==> src/video_pkg.sv <==
//--------------------------------------------------------------------
// video timing definitions
// visible area, vertical flip base and line buffer pixel format
//--------------------------------------------------------------------
`default_nettype none

package video_pkg;
    localparam int vis_lines = 224;           // lines 0..223 shown
    localparam logic [8:0] flip_base = 9'd223;

    localparam int line_len = 512;            // buffer positions per line

    // buffer pixel is prio, pal, pixel
    localparam int pxl_w = 12;
endpackage

`default_nettype wire

==> src/obj_pkg.sv <==
//--------------------------------------------------------------------
// object table definitions
// word layout of one 8-word object entry, table size and the
// special graphics nibbles used by the scanner and draw engine
//--------------------------------------------------------------------
`default_nettype none

package obj_pkg;
    localparam int obj_count = 128;
    localparam int obj_words = 8;
    localparam int tbl_depth = obj_count * obj_words;

    // word index inside an entry
    localparam logic [2:0] word_pos     = 3'd0;  // bottom 15:8, top 7:0
    localparam logic [2:0] word_xpos    = 3'd1;
    localparam logic [2:0] word_pitch   = 3'd2;  // signed
    localparam logic [2:0] word_offset  = 3'd3;  // start offset
    localparam logic [2:0] word_attr    = 3'd4;
    localparam logic [2:0] word_scratch = 3'd7;  // running offset

    localparam int xpos_hi      = 8;
    localparam int attr_pal_hi  = 13;
    localparam int attr_pal_lo  = 8;
    localparam int attr_bank_hi = 6;
    localparam int attr_bank_lo = 4;
    localparam int attr_prio_hi = 1;
    localparam int attr_prio_lo = 0;

    localparam logic [7:0] eot_bottom = 8'hf0;  // bottom at/above ends table
    localparam logic [3:0] pix_end    = 4'hf;
    localparam logic [3:0] pix_clear  = 4'h0;   // transparent
    localparam int max_words = 16;              // sprite width cut-off
endpackage

`default_nettype wire

==> src/obj_draw.sv <==
//--------------------------------------------------------------------
// sprite draw engine
// fetches graphics words for one draw command and writes the
// opaque 4-bit pixels into the line buffer, msb nibble first
//--------------------------------------------------------------------
`default_nettype none

module obj_draw (
    input  wire         clk,
    input  wire         rst,
    input  wire         dr_start,
    output logic        dr_busy,
    input  wire  [8:0]  dr_xpos,
    input  wire  [15:0] dr_offset,
    input  wire  [3:0]  dr_bank,
    input  wire  [1:0]  dr_prio,
    input  wire  [5:0]  dr_pal,
    output logic [18:0] gfx_addr,
    input  wire  [15:0] gfx_data,
    output logic        buf_we,
    output logic [8:0]  buf_addr,
    output logic [video_pkg::pxl_w-1:0] buf_pxl
);

    logic        busy;
    logic        rd_pend;     // gfx_data valid this cycle
    logic [4:0]  words_left;
    logic [2:0]  nib_left;
    logic [15:0] fetch_off;
    logic [15:0] shreg;
    logic [8:0]  x;
    logic [3:0]  bank;
    logic [1:0]  prio;
    logic [5:0]  pal;
    logic [3:0]  nib;
    logic        nib_out, nib_end, issue, all_done;

    assign nib      = shreg[15:12];
    assign nib_out  = busy && (nib_left != 3'd0);
    assign nib_end  = nib_out && (nib == obj_pkg::pix_end);
    // refill as the current word runs out
    assign issue    = busy && !rd_pend && (words_left != 5'd0)
                      && (nib_left <= 3'd1) && !nib_end;
    assign all_done = busy && !rd_pend && (words_left == 5'd0) && (nib_left == 3'd0);

    assign dr_busy  = busy;
    assign gfx_addr = {bank, fetch_off[14:0]};
    assign buf_we   = nib_out && !nib_end && (nib != obj_pkg::pix_clear);
    assign buf_addr = x;
    assign buf_pxl  = {prio, pal, nib};

    always_ff @(posedge clk or posedge rst) begin
        if (rst) begin
            busy       <= 1'b0;
            rd_pend    <= 1'b0;
            words_left <= '0;
            nib_left   <= '0;
        end else begin
            rd_pend <= issue;
            if (dr_start) begin
                busy       <= 1'b1;
                rd_pend    <= 1'b0;
                words_left <= 5'(obj_pkg::max_words);
                nib_left   <= '0;
            end else if (nib_end || all_done) begin
                busy     <= 1'b0;
                rd_pend  <= 1'b0;  // late words dropped
                nib_left <= '0;
            end else begin
                if (issue)
                    words_left <= words_left - 5'd1;
                if (rd_pend)
                    nib_left <= 3'd4;
                else if (nib_out)
                    nib_left <= nib_left - 3'd1;
            end
        end
    end

    always_ff @(posedge clk) begin
        if (dr_start) begin
            x         <= dr_xpos;
            fetch_off <= dr_offset;
            bank      <= dr_bank;
            prio      <= dr_prio;
            pal       <= dr_pal;
        end else begin
            if (issue)
                fetch_off <= fetch_off + 16'd1;
            if (rd_pend) begin
                shreg <= gfx_data;
            end else if (nib_out) begin
                shreg <= {shreg[11:0], 4'h0};
                x     <= x + 9'd1;  // wraps past 511
            end
        end
    end

endmodule

`default_nettype wire

==> config.mk <==
export PLATFORM = sky130hd
export DESIGN_NAME = obj_draw
export DESIGN_NICKNAME = d
export VERILOG_FILES = /design/src/video_pkg.sv /design/src/obj_pkg.sv /design/src/obj_draw.sv
export SDC_FILE = /design/constraint.sdc
export NUM_CORES = 1
export LEC_CHECK = 0
export BUFFER_PORTS_ARGS = -buffer_cell sky130_fd_sc_hd__buf_2
export CAP_MARGIN = 20
export CORE_MARGIN = 1.5
export CORE_UTILIZATION = 42
export DETAILED_ROUTE_END_ITERATION = 10
export GPL_TIMING_DRIVEN = 0
export PLACE_DENSITY = 0.79
export SYNTH_ARGS = -nofsm -noshare
export SYNTH_HDL_FRONTEND = slang
export SYNTH_SLANG_ARGS = --single-unit
==> constraint.sdc <==
create_clock -name clk -period 2.8 [get_ports clk]
set_clock_uncertainty 0.1 [all_clocks]
set_input_delay 0.42 -clock clk [delete_from_list [all_inputs] [get_ports clk]]
set_output_delay 0.42 -clock clk [all_outputs]
set_load 0.02 [all_outputs]
==> impl_results.md, run 1 <==
* CTS Buf Count at 9
* Netlist Area Pre-Place at 2990 sq um
* Top Family by Delay on Critical Path: compound AO/OA/AOI/OAI gates
* Crit path arrival time at roughly 2.5 ns
* Largest net degree at the start of global routing at 14
* CTS Root Cell: clkbuf_8
* Ys async rst share at between 15 and 20%
* Fin Hold WS at 0.155 ns
* DRC at 0
* Dpl hpwl at roughly 4.7 mm
* Adder-cell share of the synthesized area at 2.51%
* Period minus WS final at approximately 2.5 ns
* Number of global-route vias before repair at 2186
* Unrepaired setup endpoints after global routing: false
* Clk slew on worst S/H paths at about 0.070 ns
* Via-per-instance ratio at between 5 and 6
* WP buf/inv at 4
* Critical Path, Cell by Cell: inv_1, ha_1, ha_1, inv_1, a211o_1, buf_6, o21ai_1, buf_6
* Clk buf depth at 2
* Flip-flop and latch area at 1810 sq um
* CTS tree: built
* Crit Path Class: flip-flop to flip-flop
* Post-synth EDFFs at 52
* Initial DRC count at 82
* Detail Route Antenna Nets at 0
* Overall power at 3.93 mW
* Post-synth top cells: 52 x edfxtp_1, 28 x nand2_1, 28 x o21ai_0, 16 x mux2_2, 11 x inv_1
* Congestion Overflow GR at 0
* Post-CTS Setup Repair Bufs at 0
* # diodes at 0
* Rel. slew slack at approximately 55%
* Post-Synthesis Cells at about 250
* DP Area at approximately 3600 sq um
* I/O pins at 98
* Max-cap violations at 0
* Setup TNS at 0 ns
* Mux cell area share after synthesis at about 6%
* Final nets at 423
* Hold Crit Class: input pin to flip-flop
* Max Slew Vio Count at 0
* Die Span X at slightly below 90 um
* Post-route cell area at 3800 sq um
* RePlAce Congestion at 0.816
* LEAKAGE at 1.56 nW
* Setup-failing EPs final at 0
* PD cells at around 1000 nW/um^2
* First-pass GRT wire length at a little over 10 mm
* CTS Hold Bufs at 1
* Pre-CTS WS at between 0.15 and 0.2 ns
* Peak supply drop at a little over 0.6 mV
* Worst Path Max Fanout at 10
* Multi-input logic area at approximately 1100 sq um
* H-tree Lvls at 3
* Core Region at about 7000 sq um
* Fill count at about 620
* CP required at approximately 2.7 ns
* Period utilisation layout at 90.0%
* Synth Area per Inst at around 12 sq um
* Routed Wire Length at 6.33 mm
* Initial antenna violation count at 0
* WL/cell at 13.7 um
* Sink Count at 62
* Post-synth top area cell: edfxtp_1
* Die height at approximately 87 um
* Outcome: finished clean
* Slew @ Worst Pin at about 0.67 ns
* Synth warn at 0
* Post-synthesis compound-gate area fraction at 7.86%
* Net Count, Synth at 311
* Main synth FF type: edfxtp_1
* DRT Pass-1 Iters at 4
* Die ar. at 7640 sq um
* Skew-Pair Late Insertion Delay at between 0.3 and 0.4 ns
* Synth top area share at between 50% and 60%
* Post-synthesis sequential area ratio at 60.5%
* DR vias at ~2.3k
* CTS resizes at 0
* #FFs+latches synth at a little over 60
* Fin. Hold Viols at 0
* XOR/XNOR share of the synthesized area at 5.85%
* Initial Utilization at 43.8%
* Total track usage at approximately 18%
* Largest family of logic cells by synthesized area: simple AND/OR/NAND/NOR gates
* Top-count cell post-synth: edfxtp_1
* Layout cells sized above 1 at ~37%
* Crit-path slowest cell: o21ai_1
* Synth Area in Simple Gates at 13.4%
* I/O Buffers at 96
* Setup WS post-layout at between 0.2 and 0.3 ns
* Yosys cell types at 36
* Worst setup EP type: flip-flop
* Max Fclk at a little under 400 MHz
* Ranking of synthesized cells by area: edfxtp_1 52%, dfrtp_1 8.4%, mux2_2 6.0%, o21ai_0 4.7%, nand2_1 3.5%
* CP Launch Type: flip-flop
* Area growth syn-to-layout at 26.8%
* Worst path max stage delay at approximately 0.53 ns
* Site row count at 30
[kinds of logic after synthesis]
family | count (synthesis)
and+or+nand+nor | 79
DFF | 62
AOI/OAI and AO/OA | 41
buffers and inverters | 25
xor gates and xnor gates | 20
muxes | 16
adders and majority gates | 6
[final cells by class]
cell class / instances / share of cell area, %
Sequential cell: 62 / 47.7
Clock buffer: 10 / 3.36
Buffer: 14 / 1.98
Tap cell: 96 / 3.16
Multi-Input combinational cell: 162 / 28.1
Inverter: 11 / 1.09
Clock inverter: 6 / 0.758
Timing Repair Buffer: 101 / 13.8
[power by group]
group	total, mW	switching [mW]	leakage, nW	internal [mW]
Sequential	1.76	0.311	0.641	1.45
Combinational	1.52	0.875	0.842	0.649
Clock	0.644	0.335	0.0786	0.309
Total	3.93	1.52	1.56	2.41
[worst register-to-register path: stages (launching register included)]
cell and delay (ns):
dfrtp_1 0.42, inv_1 0.08, ha_1 0.14, ha_1 0.19, inv_1 0.11, a211o_1 0.29, buf_6 0.14, o21ai_1 0.53
buf_6 0.24
[cells in the final DEF, fill, tap and decap left out, types with 6 or more instances in the layout]
cell type  netlist  layout
clkbuf_8         0       9
xor2_1          10      10
ha_1             6       6
clkbuf_1         8       9
nor2_1           8       8
buf_2            0      96
xnor2_1         10      10
nand2_1         28      28
mux2_2          16      16
edfxtp_1        52      52
nand4_1          7       7
dfrtp_1         10      10
inv_1           11      11
nor3_1           6       6
nand3_1          8       8
o21ai_0         28      27
[layer usage]
| layer | vias up | GRT usage (%) | wire, um |
|---|---|---|---|
| met3 | 6 | 4.83 | 349 |
| met4 | 0 | 8.80 | 87 |
| li1 | 1134 | - | - |
| met2 | 72 | 28.2 | 3120 |
| met5 | - | 0 | 0 |
| met1 | 1115 | 22.4 | 2770 |
[final timing paths]
| kind | slack [ns] | cells past startpoint | end | from |
|---|---|---|---|---|
| worst max register to register | 0.28 | 8 | fetch_off[5] | nib_left[0] |
| worst min register to register | 0.44 | 2 | words_left[4] | words_left[4] |
| min in group asynchronous | 0.52 | 3 | words_left[3] | rst |
| worst max-delay path | 0.28 | 8 | fetch_off[5] | nib_left[0] |
| worst min-delay path | 0.15 | 1 | bank[3] | dr_bank[3] |
| max in group asynchronous | 1.82 | 3 | words_left[0] | rst |
[flip-flops by register name, indices dropped and copies added, names as in the netlist]
signal / cells
shreg: 16
fetch_off: 15
buf_addr: 9
pal: 6
words_left: 5
bank: 4
nib_left: 3
prio: 2
dr_busy: 1
rd_pend: 1
[per-stage QoR]
stage	util, %	instances
final	55.6	462
after global routing	55.6	462
after CTS	55.5	461
after detailed placement	53.1	444
after global placement	52.6	441
after floorplan	-	249
Note: power is estimated with default switching activity, not from simulation.
==> inputs of run 2 (changes only) <==
CORE_UTILIZATION = 46   (was 42)
PLACE_DENSITY = 0.85   (was 0.79)
==> impl_results.md, run 2 (synthesis results as in run 1) <==
* Outcome: finished clean (unchanged)
* CTS resizes at 0 (unchanged)
* LEAKAGE at 1.56 nW (about the same)
* Net Sw Power at 1.57 mW (was 1.52 mW)
* Detail Route Antenna Nets at 0 (unchanged)
* Initial Utilization at 47.4% (was 43.8%)
* Critical Path, Cell by Cell: inv_1, ha_1, ha_1, inv_1, a211o_1, buf_6, o21ai_1, buf_6 (unchanged)
* Slew @ Worst Pin at 0.659 ns (was 0.671 ns)
* Worst path max stage delay at 0.52 ns (was 0.53 ns)
* Fill count at 532 (was 617)
* Site row count at 29 (was 30)
* CTS Hold Bufs at 1 (unchanged)
* CTS tree: built (unchanged)
* Congestion Overflow GR at 0 (unchanged)
* Commonest cells after routing, fill and taps aside: 96 x buf_2, 52 x edfxtp_1, 28 x nand2_1 (unchanged)
* Crit path arrival time at 2.52 ns (was 2.46 ns)
* Initial DRC count at 137 (was 82)
* Routed Wire Length at 6.58 mm (was 6.33 mm)
* Rel. slew slack at 55.8% (was 55.0%)
* DRC at 0 (unchanged)
* Via-per-instance ratio at 5.30 (was 5.04)
* Fin Hold WS at 0.149 ns (was 0.155 ns)
* Most flops, register: shreg (unchanged)
* Initial antenna violation count at 0 (unchanged)
* Period minus WS final at 2.57 ns (was 2.52 ns)
* Clk buf depth at 2 (unchanged)
* Die height at 83.7 um (was 87.4 um)
* Die ar. at 7000 sq um (was 7640 sq um)
* Multi-input logic area at 1070 sq um (unchanged)
* Max-cap violations at 0 (unchanged)
* Final Util at 59.9% (was 55.6%)
* Clk slew on worst S/H paths at 0.08 ns (was 0.07 ns)
* Max Slew Vio Count at 0 (unchanged)
* Post-route cell area at 3780 sq um (was 3800 sq um)
* DR vias at 2349 (was 2327)
* Worst Path Max Fanout at 10 (unchanged)
* Combinational power share at 38.8% (was 38.7%)
* Leading cell type in the layout, fill and taps excluded: buf_2 (unchanged)
* Sink Count at 62 (unchanged)
* Number of global-route vias before repair at 2295 (was 2186)
* I/O pins at 98 (unchanged)
* PD cells at 1050 nW/um^2 (was 1040 nW/um^2)
* Switching Share at 39.4% (was 38.7%)
* Die Span X at 83.7 um (was 87.4 um)
* Flip-flop and latch area at 1810 sq um (unchanged)
* Hold Crit Class: input pin to flip-flop (unchanged)
* Fin. Hold Viols at 0 (unchanged)
* Max Fclk at 390 MHz (was 397 MHz)
* Peak supply drop at 0.573 mV (was 0.608 mV)
* Worst setup EP type: flip-flop (unchanged)
* Max reg flops at 16 (unchanged)
* # diodes at 0 (unchanged)
* CP Launch Type: flip-flop (unchanged)
* Crit Path Class: flip-flop to flip-flop (unchanged)
* DP Area at 3600 sq um (was 3620 sq um)
* Top Family by Delay on Critical Path: compound AO/OA/AOI/OAI gates (unchanged)
* Crit-path slowest cell: o21ai_1 (unchanged)
* First-pass GRT wire length at 10.8 mm (was 10.3 mm)
* CTS Buf Count at 9 (unchanged)
* CTS Root Cell: clkbuf_8 (unchanged)
* Unrepaired setup endpoints after global routing: false (unchanged)
* CP required at 2.75 ns (was 2.74 ns)
* Skew-Pair Late Insertion Delay at 0.34 ns (was 0.33 ns)
* Core Region at 6310 sq um (was 6830 sq um)
* Non-filler cells in the finished layout at 443 (was 462)
* WP buf/inv at 4 (unchanged)
* I/O Buffers at 96 (unchanged)
* Period utilisation layout at 91.6% (was 90.0%)
* RePlAce Congestion at 0.866 (was 0.816)
* Layout cells sized above 1 at 37.7% (was 36.9%)
* DRT Pass-1 Iters at 4 (unchanged)
* Setup TNS at 0 ns (unchanged)
* Post-CTS Setup Repair Bufs at 0 (unchanged)
* Setup-failing EPs final at 0 (unchanged)
* Dpl hpwl at 4.82 mm (was 4.67 mm)
* H-tree Lvls at 3 (unchanged)
* Largest net degree at the start of global routing at 14 (unchanged)
* Internal power at 2.42 mW (was 2.41 mW)
* Sequential share of power at 44.5% (was 44.9%)
* Placed cells at 425 (was 444)
* Total track usage at 19.7% (was 17.8%)
* Area growth syn-to-layout at 26.3% (was 26.8%)
* WL/cell at 14.9 um (was 13.7 um)
* Final nets at 423 (unchanged)
* Part of the power in the clock network at 16.8% (was 16.4%)
==> run 2: cell types whose count changed in the layout (fill, tap and decap cells not counted), sizes merged <==
cell      before  now
clkinv         5    4
clkinvlp       1    3
clkbuf        19   18
==> run 2: layer usage <==
layer / GRT usage (%) / up-vias / wire length, um
met5: 0 / - / 0
met4: 9.99 / 0 / 165
met3: 4.95 / 17 / 317
met2: 31.7 / 90 / 3420
met1: 24.8 / 1107 / 2680
li1: - / 1135 / -
==> run 2: path summary, 6_finish.rpt <==
check | startpoint | end | slack [ns] | cells past startpoint
worst max-delay path | nib_left[0] | fetch_off[5] | 0.23 | 8
worst min-delay path | dr_pal[2] | pal[2] | 0.15 | 1
worst max register to register | nib_left[0] | fetch_off[5] | 0.23 | 8
worst min register to register | words_left[4] | words_left[4] | 0.44 | 2
max in group asynchronous | rst | words_left[3] | 1.80 | 3
min in group asynchronous | rst | dr_busy | 0.51 | 3
==> run 2: area by class of cell <==
cell class	instances	area share [%]
plain buffers	14	1.99
clock buffers	9	3.28
clock inverters	7	1.09
inverters	11	1.09
multi-input cells	162	28.2
flip-flops and latches	62	47.9
well taps	77	2.55
repair buffers	101	13.9
==> run 2: metrics by stage <==
stage	worst slack (ns)	total power, mW
floorplan	0.339	2.78
detailed placement	0.229	3.31
CTS	0.214	3.99
finish	0.234	3.99
global route	0.0759	4.24
global placement	-0.0209	3.20
==> run 2: worst reg2reg max path: cells and delay by family, from the launching register on <==
kind | cells | cell delay [ns]
buffers and inverters | 4 | 0.57
DFF | 1 | 0.44
AOI/OAI and AO/OA | 2 | 0.81
adders and majority gates | 2 | 0.36
==> run 2: power groups by stage <==
stage / clock network [mW] / registers, mW / logic (mW)
final: 0.669 / 1.77 / 1.55
after global placement: 0 / 1.76 / 1.44
after detailed placement: 0 / 1.78 / 1.53
after floorplan: 0 / 1.94 / 0.835
after global routing: 0.724 / 1.82 / 1.69
after CTS: 0.679 / 1.76 / 1.55
