<file path="config.mk">
export PLATFORM = sky130hd
export DESIGN_NAME = obj_scan
export DESIGN_NICKNAME = d
export VERILOG_FILES = /design/src/video_pkg.sv /design/src/obj_pkg.sv /design/src/obj_scan.sv
export SDC_FILE = /design/constraint.sdc
export NUM_CORES = 1
export LEC_CHECK = 0
export BUFFER_PORTS_ARGS = -buffer_cell sky130_fd_sc_hd__buf_4
export CORE_MARGIN = 10
export CORE_UTILIZATION = 25
export DETAILED_ROUTE_END_ITERATION = 6
export GPL_TIMING_DRIVEN = 0
export HOLD_SLACK_MARGIN = 0.12
export PLACE_DENSITY = 0.52
export SLEW_MARGIN = 20
export SYNTH_ARGS = -nofsm -noshare
export SYNTH_HDL_FRONTEND = slang
export SYNTH_SLANG_ARGS = --single-unit
</file>
<file path="constraint.sdc">
create_clock -name clk -period 7.4 [get_ports clk]
set_input_delay 1.11 -clock clk [delete_from_list [all_inputs] [get_ports clk]]
set_output_delay 1.11 -clock clk [all_outputs]
set_load 0.02 [all_outputs]
</file>
<file path="src/video_pkg.sv">
//--------------------------------------------------------------------
// video timing definitions
// visible area, vertical flip base and line buffer pixel format
//--------------------------------------------------------------------
`default_nettype none

package video_pkg;
    localparam int vis_lines = 224;           // lines 0..223 shown
    localparam logic [8:0] flip_base = 9'd223;

    localparam int line_len = 512;            // buffer positions per line

    // buffer pixel is prio, pal, pixel
    localparam int pxl_w = 12;
endpackage

`default_nettype wire

</file>
<file path="src/obj_pkg.sv">
//--------------------------------------------------------------------
// object table definitions
// word layout of one 8-word object entry, table size and the
// special graphics nibbles used by the scanner and draw engine
//--------------------------------------------------------------------
`default_nettype none

package obj_pkg;
    localparam int obj_count = 128;
    localparam int obj_words = 8;
    localparam int tbl_depth = obj_count * obj_words;

    // word index inside an entry
    localparam logic [2:0] word_pos     = 3'd0;  // bottom 15:8, top 7:0
    localparam logic [2:0] word_xpos    = 3'd1;
    localparam logic [2:0] word_pitch   = 3'd2;  // signed
    localparam logic [2:0] word_offset  = 3'd3;  // start offset
    localparam logic [2:0] word_attr    = 3'd4;
    localparam logic [2:0] word_scratch = 3'd7;  // running offset

    localparam int xpos_hi      = 8;
    localparam int attr_pal_hi  = 13;
    localparam int attr_pal_lo  = 8;
    localparam int attr_bank_hi = 6;
    localparam int attr_bank_lo = 4;
    localparam int attr_prio_hi = 1;
    localparam int attr_prio_lo = 0;

    localparam logic [7:0] eot_bottom = 8'hf0;  // bottom at/above ends table
    localparam logic [3:0] pix_end    = 4'hf;
    localparam logic [3:0] pix_clear  = 4'h0;   // transparent
    localparam int max_words = 16;              // sprite width cut-off
endpackage

`default_nettype wire

</file>
<file path="src/obj_scan.sv">
//--------------------------------------------------------------------
// per-line object scanner
// on hstart walks the object table, picks sprites crossing the
// line, updates their running offset and hands draw commands
// to the draw engine one at a time
//--------------------------------------------------------------------
`default_nettype none

module obj_scan (
    input  wire         clk,
    input  wire         rst,
    input  wire         alt_bank,
    input  wire         hstart,
    input  wire         flip,
    input  wire  [8:0]  vrender,
    output logic [10:1] tbl_addr,
    output logic [15:0] tbl_din,
    output logic        tbl_we,
    input  wire  [15:0] tbl_dout,
    output logic        dr_start,
    input  wire         dr_busy,
    output logic [8:0]  dr_xpos,
    output logic [15:0] dr_offset,
    output logic [3:0]  dr_bank,
    output logic [1:0]  dr_prio,
    output logic [5:0]  dr_pal
);

    typedef enum logic [3:0] {
        st_idle, st_pos, st_zone, st_xpos, st_pitch,
        st_offs, st_attr, st_scr, st_draw
    } state_t;

    state_t      st;
    logic [6:0]  cur_obj;
    logic [2:0]  idx;       // word being addressed
    logic        first;     // object's top line
    logic [8:0]  xpos;
    logic [15:0] pitch;
    logic [15:0] offset;
    logic [2:0]  bank;
    logic [1:0]  prio;
    logic [5:0]  pal;
    logic [3:0]  bank_map;
    logic [8:0]  vrf;
    logic [7:0]  top, bottom;
    logic        in_zone, bad_obj, eot, line_ok, last_obj;

    assign vrf      = flip ? video_pkg::flip_base - vrender : vrender;
    assign line_ok  = vrf < 9'(video_pkg::vis_lines);
    assign top      = tbl_dout[7:0];
    assign bottom   = tbl_dout[15:8];
    assign in_zone  = (vrf[7:0] >= top) && (vrf[7:0] < bottom);
    assign bad_obj  = top >= bottom;
    assign eot      = bottom >= obj_pkg::eot_bottom;
    assign last_obj = cur_obj == 7'(obj_pkg::obj_count - 1);

    assign tbl_addr = {cur_obj, idx};
    assign tbl_din  = offset + pitch;  // next line's offset

    always_comb begin
        if (alt_bank) begin
            case ({1'b0, bank})
                4'd0:    bank_map = 4'd0;
                4'd7:    bank_map = 4'd3;
                4'd11:   bank_map = 4'd2;
                4'd13:   bank_map = 4'd1;
                4'd14:   bank_map = 4'd0;
                default: bank_map = 4'd15;
            endcase
        end else begin
            bank_map = {1'b0, bank};
        end
    end

    // sequencing, read data trails the address by one state
    always_ff @(posedge clk or posedge rst) begin
        if (rst) begin
            st       <= st_idle;
            cur_obj  <= '0;
            idx      <= '0;
            tbl_we   <= 1'b0;
            dr_start <= 1'b0;
        end else begin
            tbl_we   <= 1'b0;
            dr_start <= 1'b0;
            case (st)
                st_idle: begin
                    if (hstart && line_ok) begin
                        cur_obj <= '0;
                        idx     <= obj_pkg::word_pos;
                        st      <= st_pos;
                    end
                end
                st_pos: begin
                    idx <= obj_pkg::word_xpos;
                    st  <= st_zone;
                end
                st_zone: begin
                    if (eot) begin
                        st <= st_idle;
                    end else if (bad_obj || !in_zone) begin
                        cur_obj <= cur_obj + 7'd1;
                        idx     <= obj_pkg::word_pos;
                        st      <= last_obj ? st_idle : st_pos;
                    end else begin
                        idx <= obj_pkg::word_pitch;
                        st  <= st_xpos;
                    end
                end
                st_xpos: begin
                    idx <= obj_pkg::word_offset;
                    st  <= st_pitch;
                end
                st_pitch: begin
                    idx <= obj_pkg::word_attr;
                    st  <= st_offs;
                end
                st_offs: begin
                    idx <= obj_pkg::word_scratch;
                    st  <= st_attr;
                end
                st_attr: st <= st_scr;
                st_scr: begin
                    tbl_we <= 1'b1;  // scratch write lands in st_draw
                    st     <= st_draw;
                end
                st_draw: begin
                    if (!dr_busy) begin
                        dr_start <= 1'b1;
                        cur_obj  <= cur_obj + 7'd1;
                        idx      <= obj_pkg::word_pos;
                        st       <= last_obj ? st_idle : st_pos;
                    end else if (hstart) begin
                        st <= st_idle;  // line over, give up
                    end
                end
                default: st <= st_idle;
            endcase
        end
    end

    always_ff @(posedge clk) begin
        case (st)
            st_zone:  first <= top == vrf[7:0];
            st_xpos:  xpos <= tbl_dout[obj_pkg::xpos_hi:0];
            st_pitch: pitch <= tbl_dout;
            st_offs:  offset <= tbl_dout;
            st_attr: begin
                pal  <= tbl_dout[obj_pkg::attr_pal_hi:obj_pkg::attr_pal_lo];
                bank <= tbl_dout[obj_pkg::attr_bank_hi:obj_pkg::attr_bank_lo];
                prio <= tbl_dout[obj_pkg::attr_prio_hi:obj_pkg::attr_prio_lo];
            end
            st_scr: begin
                if (!first)
                    offset <= tbl_dout;  // carry on from scratch
            end
            st_draw: begin
                if (!dr_busy) begin
                    dr_xpos   <= xpos;
                    dr_offset <= offset;
                    dr_bank   <= bank_map;
                    dr_prio   <= prio;
                    dr_pal    <= pal;
                end
            end
            default: ;
        endcase
    end

endmodule

`default_nettype wire

</file>
==> flow_summary.ini, run 1 <==
[sta]
period_share_pct = 54.8
hold_viol_final = 0
period_needed_ns = 4.05
worstMarginPinSlew_ns = 0.683
maxSlewViolCount = 0
setup_viol_count_final = 0
max_freq_ghz = 0.247
rsz0062_at_grt = no
fin_tns_setup_ns = 0
hold_slack_ns = 0.420
setup_ws_ns = 3.35
finalClockSkew_ns = 0.00528
maxSlewHeadroom_pct = 54.4

[routing]
drtIter0Drc = 138
dr_total_vias = 3449
wirelength_mm = 12.9
drtAntennaViolNets = 0
dr.pass1.iters = 4
drcViolationCount = 0
detail_route.vias_per_cell = 4.40
wire_per_inst_um = 16.4

[die]
start_util_pct = 25.3
die_h_um = 163
rows = 52
die-area_mm2 = 0.0265
io_pins = 96
fp.dieW_um = 163
core_area_mm2 = 0.0201

[yosys]
seq_area_frac_synth_pct = 60.9
synth-edff-count = 90
synth_cell_type_count = 54
synthCells = 396
avgSynthCellArea_um2 = 12.9
ys_ff_latch = 106
ys.flop_type = edfxtp_1
synth_nets = 469
yosys_warnings = 0
async_flop_share_pct = 15.1
netlist_area_mm2 = 0.00509

[critical_path]
critical_path_class = flop to primary output
cp_max_fo = 3
cp.required_ns = 6.29
reg2reg_slack_ns = 5.09
cp_data_arrival_time_ns = 2.94
endpoint_kind = primary output
crit_path_start_kind = flop

[outcome]
status = complete, no violations

[final_layout]
fill_cells = 1994
antenna_cells = 0
synthToLayoutAreaGrowth_pct = 28.1
multi_input_area_mm2 = 0.00187
fin_area_mm2 = 0.00652
regArea_mm2 = 0.00310
drive_above_1_share_pct = 25.3
finalNetCount = 582

[global_routing]
grt_max_degree = 19
track_usage_pct = 9.89
overflow = 0
antenna_found_initial = 0
grt_pass1_wl_mm = 20.0
grt_pass1_vias = 3602

[clocking]
cts_buffers = 9
post_cts_buffers = 0
cts-root-buf = clkbuf_16
clk_pin_slew_worst_paths_ns = 0.07
hold_buffers = 0
clk_latency_ns = 0.36
cts_buffer_depth = 2
cts_tree = built
h-tree-depth = 3
clkSinkCount = 106
cts_resized = 0

[flow_run]
timing.max_cap.violations = 0

[placed_design]
dp_slack_ns = 3.67
dp_hpwl_mm = 10.2
portBuffers = 94
gp_congestion = 0.829
postPlaceCellArea_mm2 = 0.00624

[power]
leakagePower_uw = 0.00265
ir_worst_vdd_uv = 113
power.density_mw_per_mm2 = 330

[hold_path]
min-delay-path-class = flop to flop
## final timing paths
kind / start / endpoint / cells after the start
worst max register to register: st[2]$_DFFE_PP0P_ / dr_xpos[2]$_DFFE_PP_ / 5
worst max-delay path: offset[0]$_DFFE_PP_ / tbl_din[14] / 10
worst min register to register: xpos[8]$_DFFE_PP_ / dr_xpos[8]$_DFFE_PP_ / 0
max in group asynchronous: rst / st[0]$_DFFE_PP0P_ / 2
min in group asynchronous: rst / cur_obj[6]$_DFFE_PP0P_ / 2
worst min-delay path: xpos[8]$_DFFE_PP_ / dr_xpos[8]$_DFFE_PP_ / 0
## cell type report
class / count / share of cell area, %
Sequential cell: 106 / 47.6
Multi-Input combinational cell: 255 / 28.7
Timing Repair Buffer: 102 / 12.0
Tap cell: 270 / 5.18
Clock buffer: 9 / 3.45
Inverter: 29 / 1.67
Clock inverter: 7 / 0.844
Buffer: 6 / 0.614
## critical path, stage by stage (launching register included)
cell	delay, ns
edfxtp_1	0.39
ha_1	0.23
inv_1	0.07
fa_1	0.20
nor2b_1	0.07
o31a_1	0.29
o32ai_1	0.57
o21ai_0	0.32
nand4_1	0.17
o211ai_1	0.09
buf_4	0.18
## synthesized netlist by cell type (all sizes together), types with 2 or more instances
cell type | n | area [um2]
mux2 | 2 | 22.5
nand3 | 11 | 55.1
or3 | 3 | 18.8
o21ai | 22 | 110
nand4 | 12 | 75.1
nor3 | 6 | 30.0
edfxtp | 90 | 2700
a21boi | 2 | 15.0
nand2b | 9 | 56.3
nor3b | 3 | 22.5
a21oi | 23 | 115
o31ai | 5 | 37.5
nor4 | 2 | 12.5
nand2 | 18 | 67.6
a21o | 6 | 45.0
xor2 | 11 | 96.3
ha | 41 | 513
buf | 5 | 36.3
xnor2 | 9 | 78.8
and2 | 4 | 25.0
inv | 29 | 109
o211a | 2 | 20.0
a31oi | 2 | 12.5
dfrtp | 16 | 400
and3 | 3 | 18.8
nor2 | 26 | 105
o22ai | 3 | 18.8
o21a | 5 | 37.5
nor2b | 4 | 25.0
mux2i | 2 | 20.0
## kinds of logic after synthesis
logic type | after synthesis | synth area share (%)
flops | 106 | 60.9
fa+ha+maj | 42 | 10.5
mux | 4 | 0.836
xor+xnor | 20 | 3.44
simple gates | 107 | 11.3
compound gates | 82 | 10.1
buf+inv | 35 | 2.92
## per-layer routing
metal	track usage [%]	vias up	part of all wire, %
met2	15.6	93	47
met4	4.18	0	1.6
met1	12.3	1623	45
met3	3.01	11	6.4
li1	-	1722	-
met5	0	-	0
## flip-flops by register name (all words and copies together), names as in the netlist
signal,count
bank,3
cur_obj,7
dr_bank,4
dr_offset,16
dr_pal,6
dr_prio,2
dr_start,1
dr_xpos,9
first,1
idx,3
offset,16
pal,6
pitch,16
prio,2
st,4
tbl_we,1
xpos,9
## cells in the final DEF, fill, tap and decap left out, drive strengths merged, types with 2 or more instances in the layout
cell type	instances
a21boi	2
nand2	18
xnor2	9
edfxtp	90
o22ai	3
o21ai	22
nand4	12
xor2	11
mux2i	2
nor2b	4
a21o	6
o31ai	5
mux2	2
nand3	11
and3	3
buf	107
o21a	5
clkbuf	10
nor2	26
nor4	2
nand2b	9
clkinv	3
nor3	6
and2	4
dfrtp	16
ha	41
a31oi	2
or3	3
a21oi	23
inv	30
nor3b	3
o211a	2
clkinvlp	3
## per-stage QoR
step	std cells	util (%)	power, uW
CTS	784	32.4	2180
global route	784	32.4	2300
detailed placement	768	31.0	1720
finish	784	32.4	2150
floorplan	396	-	1370
global placement	760	30.5	1680
## power by group
group	switching, uW	internal [uW]	total (uW)
Combinational	528	348	877
Clock	229	231	459
Sequential	45.8	768	813
(Power assumes the default switching activity.)
==> run 2, diff against run 1 <==
--- a/config.mk
+++ b/config.mk
@@ -5,13 +5,14 @@
 export SDC_FILE = /design/constraint.sdc
 export NUM_CORES = 1
 export LEC_CHECK = 0
+export ABC_AREA = 1
 export BUFFER_PORTS_ARGS = -buffer_cell sky130_fd_sc_hd__buf_4
 export CORE_MARGIN = 10
 export CORE_UTILIZATION = 25
 export DETAILED_ROUTE_END_ITERATION = 6
 export GPL_TIMING_DRIVEN = 0
 export HOLD_SLACK_MARGIN = 0.12
-export PLACE_DENSITY = 0.52
+export PLACE_DENSITY = 0.54
 export SLEW_MARGIN = 20
 export SYNTH_ARGS = -nofsm -noshare
 export SYNTH_HDL_FRONTEND = slang
==> constraint.sdc (replaced) <==
create_clock -name clk -period 3.5 [get_ports clk]
set_input_delay 0.525 -clock clk [delete_from_list [all_inputs] [get_ports clk]]
set_output_delay 0.525 -clock clk [all_outputs]
set_load 0.02 [all_outputs]
==> flow_summary.ini, run 2 <==
[outcome]
status = complete, no violations

[sta]
period_needed_ns = 3.10
period_share_pct = 88.5
worstMarginPinSlew_ns = 1.03
hold_viol_final = 0
finalClockSkew_ns = 0.0107
hold_slack_ns = 0.273
maxSlewViolCount = 0
maxSlewHeadroom_pct = 31.4
rsz0062_at_grt = no
fin_tns_setup_ns = 0
setup_viol_count_final = 0
max_freq_ghz = 0.323

[die]
start_util_pct = 25.6
rows = 52
die_h_um = 164
io_pins = 96
fp.dieW_um = 164
die-area_mm2 = 0.0270
core_area_mm2 = 0.0204

[final_layout]
mostFrequentLayoutCell = nand2_1
synthToLayoutAreaGrowth_pct = 27.0
multi_input_area_mm2 = 0.00186
fill_cells = 2073
top_regs = dr_offset (16), offset (16), pitch (16)
final_cell_mix = nand2_1, buf_4, edfxtp_1
drive_above_1_share_pct = 24.8
antenna_cells = 0
regArea_mm2 = 0.00310
finalNetCount = 649

[placed_design]
gp_congestion = 0.831
portBuffers = 94
dp_hpwl_mm = 10.3

[power]
power.density_mw_per_mm2 = 665
ir_worst_vdd_uv = 230
leakagePower_uw = 0.00289

[flow_run]
timing.max_cap.violations = 0

[routing]
drcViolationCount = 0
drtIter0Drc = 136
dr_total_vias = 3569
drtAntennaViolNets = 0
wire_per_inst_um = 15.1
detail_route.vias_per_cell = 4.19
dr.pass1.iters = 6
wirelength_mm = 12.8

[yosys]
synthCells = 467
synth.most_common_cell = nand2_1
async_flop_share_pct = 15.1
synth_cell_type_count = 34
yosys-top-cells-count = nand2_1, edfxtp_1, inv_1
avgSynthCellArea_um2 = 11.2
synth.top_cells.by_area = edfxtp_1, ha_1, dfrtp_1
synth_nets = 540
synth-edff-count = 90
netlist.area_leader.share_pct = 51.9
seq_area_frac_synth_pct = 59.6
ys.flop_type = edfxtp_1
synth_largest_area_cell = edfxtp_1
yosys_warnings = 0
ys_ff_latch = 106
netlist_area_mm2 = 0.00521

[critical_path]
r2r.worst_path.cells = 10
slowest_stage = fa_1
critical_path_class = flop to primary output
cp_num_buf_inv = 2
path_cells = ha_1, inv_1, fa_1, nand3b_1, nand2_1, a21boi_1, o21ai_0, nand2_1, nand2_1, xor2_1, buf_4
path_common_cell = nand2_1
cp.required_ns = 2.97
cp.depth = 11
endpoint_kind = primary output
critPathTopFamily = adder cells
cp_data_arrival_time_ns = 2.57
crit_path_start_kind = flop
max_stage_delay_ns = 0.41
cp_max_fo = 3

[clocking]
cts_resized = 0
clk_latency_ns = 0.35
cts_buffers = 9
cts_tree = built
clk_pin_slew_worst_paths_ns = 0.07
h-tree-depth = 3
cts-root-buf = clkbuf_16
cts_buffer_depth = 2
hold_buffers = 0
clkSinkCount = 106
post_cts_buffers = 0

[global_routing]
overflow = 0
grt_pass1_wl_mm = 19.9
track_usage_pct = 9.61
antenna_found_initial = 0
grt_max_degree = 22
grt_pass1_vias = 3693

[hold_path]
min-delay-path-class = input port to asynchronous set/reset pin
run 2: path summary, 6_finish.rpt:
check | startpoint | to | slack (ns)
setup / recovery | offset[0]$_DFFE_PP_ | tbl_din[10] | 0.40
hold / removal | rst | tbl_we$_DFF_PP0_ | 0.27
setup reg to reg | st[3]$_DFFE_PP0P_ | idx[0]$_DFFE_PP0P_ | 1.29
hold reg to reg | xpos[1]$_DFFE_PP_ | dr_xpos[1]$_DFFE_PP_ | 0.41
max in group asynchronous | rst | cur_obj[4]$_DFFE_PP0P_ | 2.80
min in group clk | tbl_dout[15] | offset[15]$_DFFE_PP_ | 0.39
run 2: power breakdown:
group          leakage, uW  internal [uW]  switching (uW)
combinational      0.00173            630            1120
clock             0.000132            487             470
sequential         0.00103           1600            88.3
run 2: worst reg2reg max path, cell delays in order, from the launching register on:
cell and delay [ns]:
dfrtp_1 0.45, inv_2 0.08, nand2_2 0.09, nor2_1 0.78, inv_1 0.15, nand2_1 0.15
nor4_1 0.07, nor2_2 0.17, inv_2 0.06, nand2_1 0.06, nand2_1 0.05
run 2: routing by layer:
layer | GRT usage (%) | routed length [um] | vias to the layer above
met1 | 11.4 | 5640 | 1673
met2 | 15.9 | 6040 | 91
met5 | 0 | 0 | -
li1 | - | - | 1792
met3 | 3.50 | 935 | 13
met4 | 2.84 | 193 | 0
run 2: layout make-up:
type / instances / share of cell area [%]
Clock buffer: 9 / 3.41
Clock inverter: 7 / 0.776
Inverter: 67 / 3.84
Sequential cell: 106 / 46.9
Multi-Input combinational cell: 293 / 28.1
Tap cell: 270 / 5.11
Buffer: 1 / 0.170
Timing Repair Buffer: 98 / 11.7
run 2: logic make-up after synthesis:
family          Yosys count  share of synthesized area [%]
flops                   106                           59.6
simple gates            184                           16.5
xor+xnor                 21                           3.68
fa+ha+maj                42                           10.2
buf+inv                  68                           5.09
compound gates           46                           4.92
run 2: per-stage QoR:
stage / instance area, um2 / utilization [%] / std cells / worst slack, ns / power, uW
6_report: 6610 / 32.5 / 851 / 0.402 / 4400
5_1_grt: 6610 / 32.5 / 851 / 0.149 / 4700
4_1_cts: 6610 / 32.5 / 851 / 0.357 / 4460
3_5_place_dp: 6340 / 31.1 / 835 / 0.746 / 3490
3_3_place_gp: 6250 / 30.7 / 831 / -0.542 / 3430
2_1_floorplan: 5210 / - / 467 / 0.656 / 2810
==> run 3, diff against run 2 <==
--- a/config.mk
+++ b/config.mk
@@ -10,8 +10,7 @@
 export CORE_MARGIN = 10
 export CORE_UTILIZATION = 25
 export DETAILED_ROUTE_END_ITERATION = 6
-export GPL_TIMING_DRIVEN = 0
-export HOLD_SLACK_MARGIN = 0.12
+export HOLD_SLACK_MARGIN = 0.06
 export PLACE_DENSITY = 0.54
 export SLEW_MARGIN = 20
 export SYNTH_ARGS = -nofsm -noshare
==> flow_summary.ini, run 3 (synthesis results as in run 2) <==
[outcome]
status = complete, no violations

[clocking]
clk_latency_ns = 0.35
h-tree-depth = 3
cts_resized = 0
clkSinkCount = 106
cts_tree = built
clk_pin_slew_worst_paths_ns = 0.07
hold_buffers = 0
cts_buffers = 9
cts-root-buf = clkbuf_16
post_cts_buffers = 0
cts_buffer_depth = 2

[critical_path]
cp.required_ns = 2.97
critical_path_class = flop to primary output
endpoint_kind = primary output
cp_max_fo = 3
cp_data_arrival_time_ns = 2.54
crit_path_start_kind = flop

[die]
start_util_pct = 25.6
fp.dieW_um = 164
io_pins = 96
die-area_mm2 = 0.0270
die_h_um = 164
rows = 52
core_area_mm2 = 0.0204

[routing]
detail_route.vias_per_cell = 4.26
dr_total_vias = 3631
dr.pass1.iters = 4
wire_per_inst_um = 15.3
drcViolationCount = 0
drtIter0Drc = 168
drtAntennaViolNets = 0
wirelength_mm = 13.1

[sta]
setup_viol_count_final = 0
maxSlewViolCount = 0
maxSlewHeadroom_pct = 46.7
hold_viol_final = 0
finalClockSkew_ns = 0.00868
max_freq_ghz = 0.326
fin_tns_setup_ns = 0
rsz0062_at_grt = no
worstMarginPinSlew_ns = 0.796
period_needed_ns = 3.07
period_share_pct = 87.7

[placed_design]
gp_congestion = 0.861
portBuffers = 95
dp.cells = 837
dp_hpwl_mm = 10.3

[final_layout]
fill_cells = 2057
top_regs = dr_offset (16), offset (16), pitch (16)
final_cell_mix = buf_4, nand2_1, edfxtp_1
multi_input_area_mm2 = 0.00185
synthToLayoutAreaGrowth_pct = 27.4
fin_cells = 853
drive_above_1_share_pct = 24.5
regArea_mm2 = 0.00310
finalNetCount = 651
antenna_cells = 0
mostFrequentLayoutCell = buf_4

[power]
leakagePower_uw = 0.00292
power.density_mw_per_mm2 = 685
ir_worst_vdd_uv = 245

[global_routing]
grt_max_degree = 20
overflow = 0
grt_pass1_vias = 3745
track_usage_pct = 9.71
antenna_found_initial = 0
grt_pass1_wl_mm = 20.2

[flow_run]
timing.max_cap.violations = 0

[hold_path]
min-delay-path-class = input port to asynchronous set/reset pin
==> run 3: cell types whose count changed in the layout (fill, tap and decap cells not counted), sizes merged <==
cell      before  now
inv           69   71
clkinv         3    1
buf           99  101
bufinv         0    2
clkinvlp       2    0
==> run 3: critical path, stage by stage (launching register included) <==
cell	delay, ns
edfxtp_1	0.35
ha_1	0.15
inv_1	0.08
fa_1	0.40
nand3b_1	0.18
nand2_1	0.15
a21boi_1	0.12
o21ai_0	0.28
nand2_1	0.09
nand2_1	0.08
xor2_1	0.14
buf_4	0.16
==> run 3: layer usage <==
| metal | vias to the layer above | wire, um | track usage, % |
|---|---|---|---|
| met5 | - | 0 | 0 |
| met4 | 0 | 207 | 3.17 |
| met3 | 14 | 979 | 3.53 |
| met2 | 97 | 6110 | 15.7 |
| met1 | 1716 | 5760 | 11.7 |
| li1 | 1804 | - | - |
==> run 3: path summary, 6_finish.rpt <==
path                                     start                endpoint  slack (ns)  cells past startpoint
min in group clk                   tbl_dout[9]        pal[1]$_DFFE_PP_        0.38                      1
setup / recovery           offset[0]$_DFFE_PP_             tbl_din[10]        0.43                     11
max in group asynchronous                  rst  cur_obj[1]$_DFFE_PP0P_        2.82                      2
setup reg to reg             st[3]$_DFFE_PP0P_        pal[4]$_DFFE_PP_        1.41                      4
hold reg to reg              xpos[6]$_DFFE_PP_    dr_xpos[6]$_DFFE_PP_        0.42                      0
hold / removal                             rst      idx[0]$_DFFE_PP0P_        0.26                      2
==> run 3: cell type report <==
| type | count | area share (%) |
|---|---|---|
| Clock buffer | 9 | 3.39 |
| Clock inverter | 7 | 1.64 |
| Inverter | 67 | 3.83 |
| Multi-Input combinational cell | 293 | 27.9 |
| Sequential cell | 106 | 46.8 |
| Tap cell | 270 | 5.09 |
| Timing Repair Buffer | 101 | 11.4 |
==> run 3: where the power goes <==
part | leakage, uW | internal, uW | switching [uW]
Clock | 0.000164 | 644 | 479
Sequential | 0.00103 | 1600 | 89.8
Combinational | 0.00173 | 622 | 1110
Total | 0.00292 | 2870 | 1680
==> run 3: through the flow <==
step | cell area (um2) | total power [uW] | setup WS [ns] | util [%] | hold slack, ns
2_1_floorplan | 5210 | 2810 | 0.656 | - | 0.400
3_3_place_gp | 6300 | 3440 | 0.855 | 30.9 | 0.402
3_5_place_dp | 6300 | 3470 | 0.829 | 30.9 | 0.405
4_1_cts | 6640 | 4600 | 0.440 | 32.6 | 0.281
5_1_grt | 6640 | 4840 | 0.252 | 32.6 | 0.318
6_report | 6640 | 4540 | 0.432 | 32.6 | 0.264
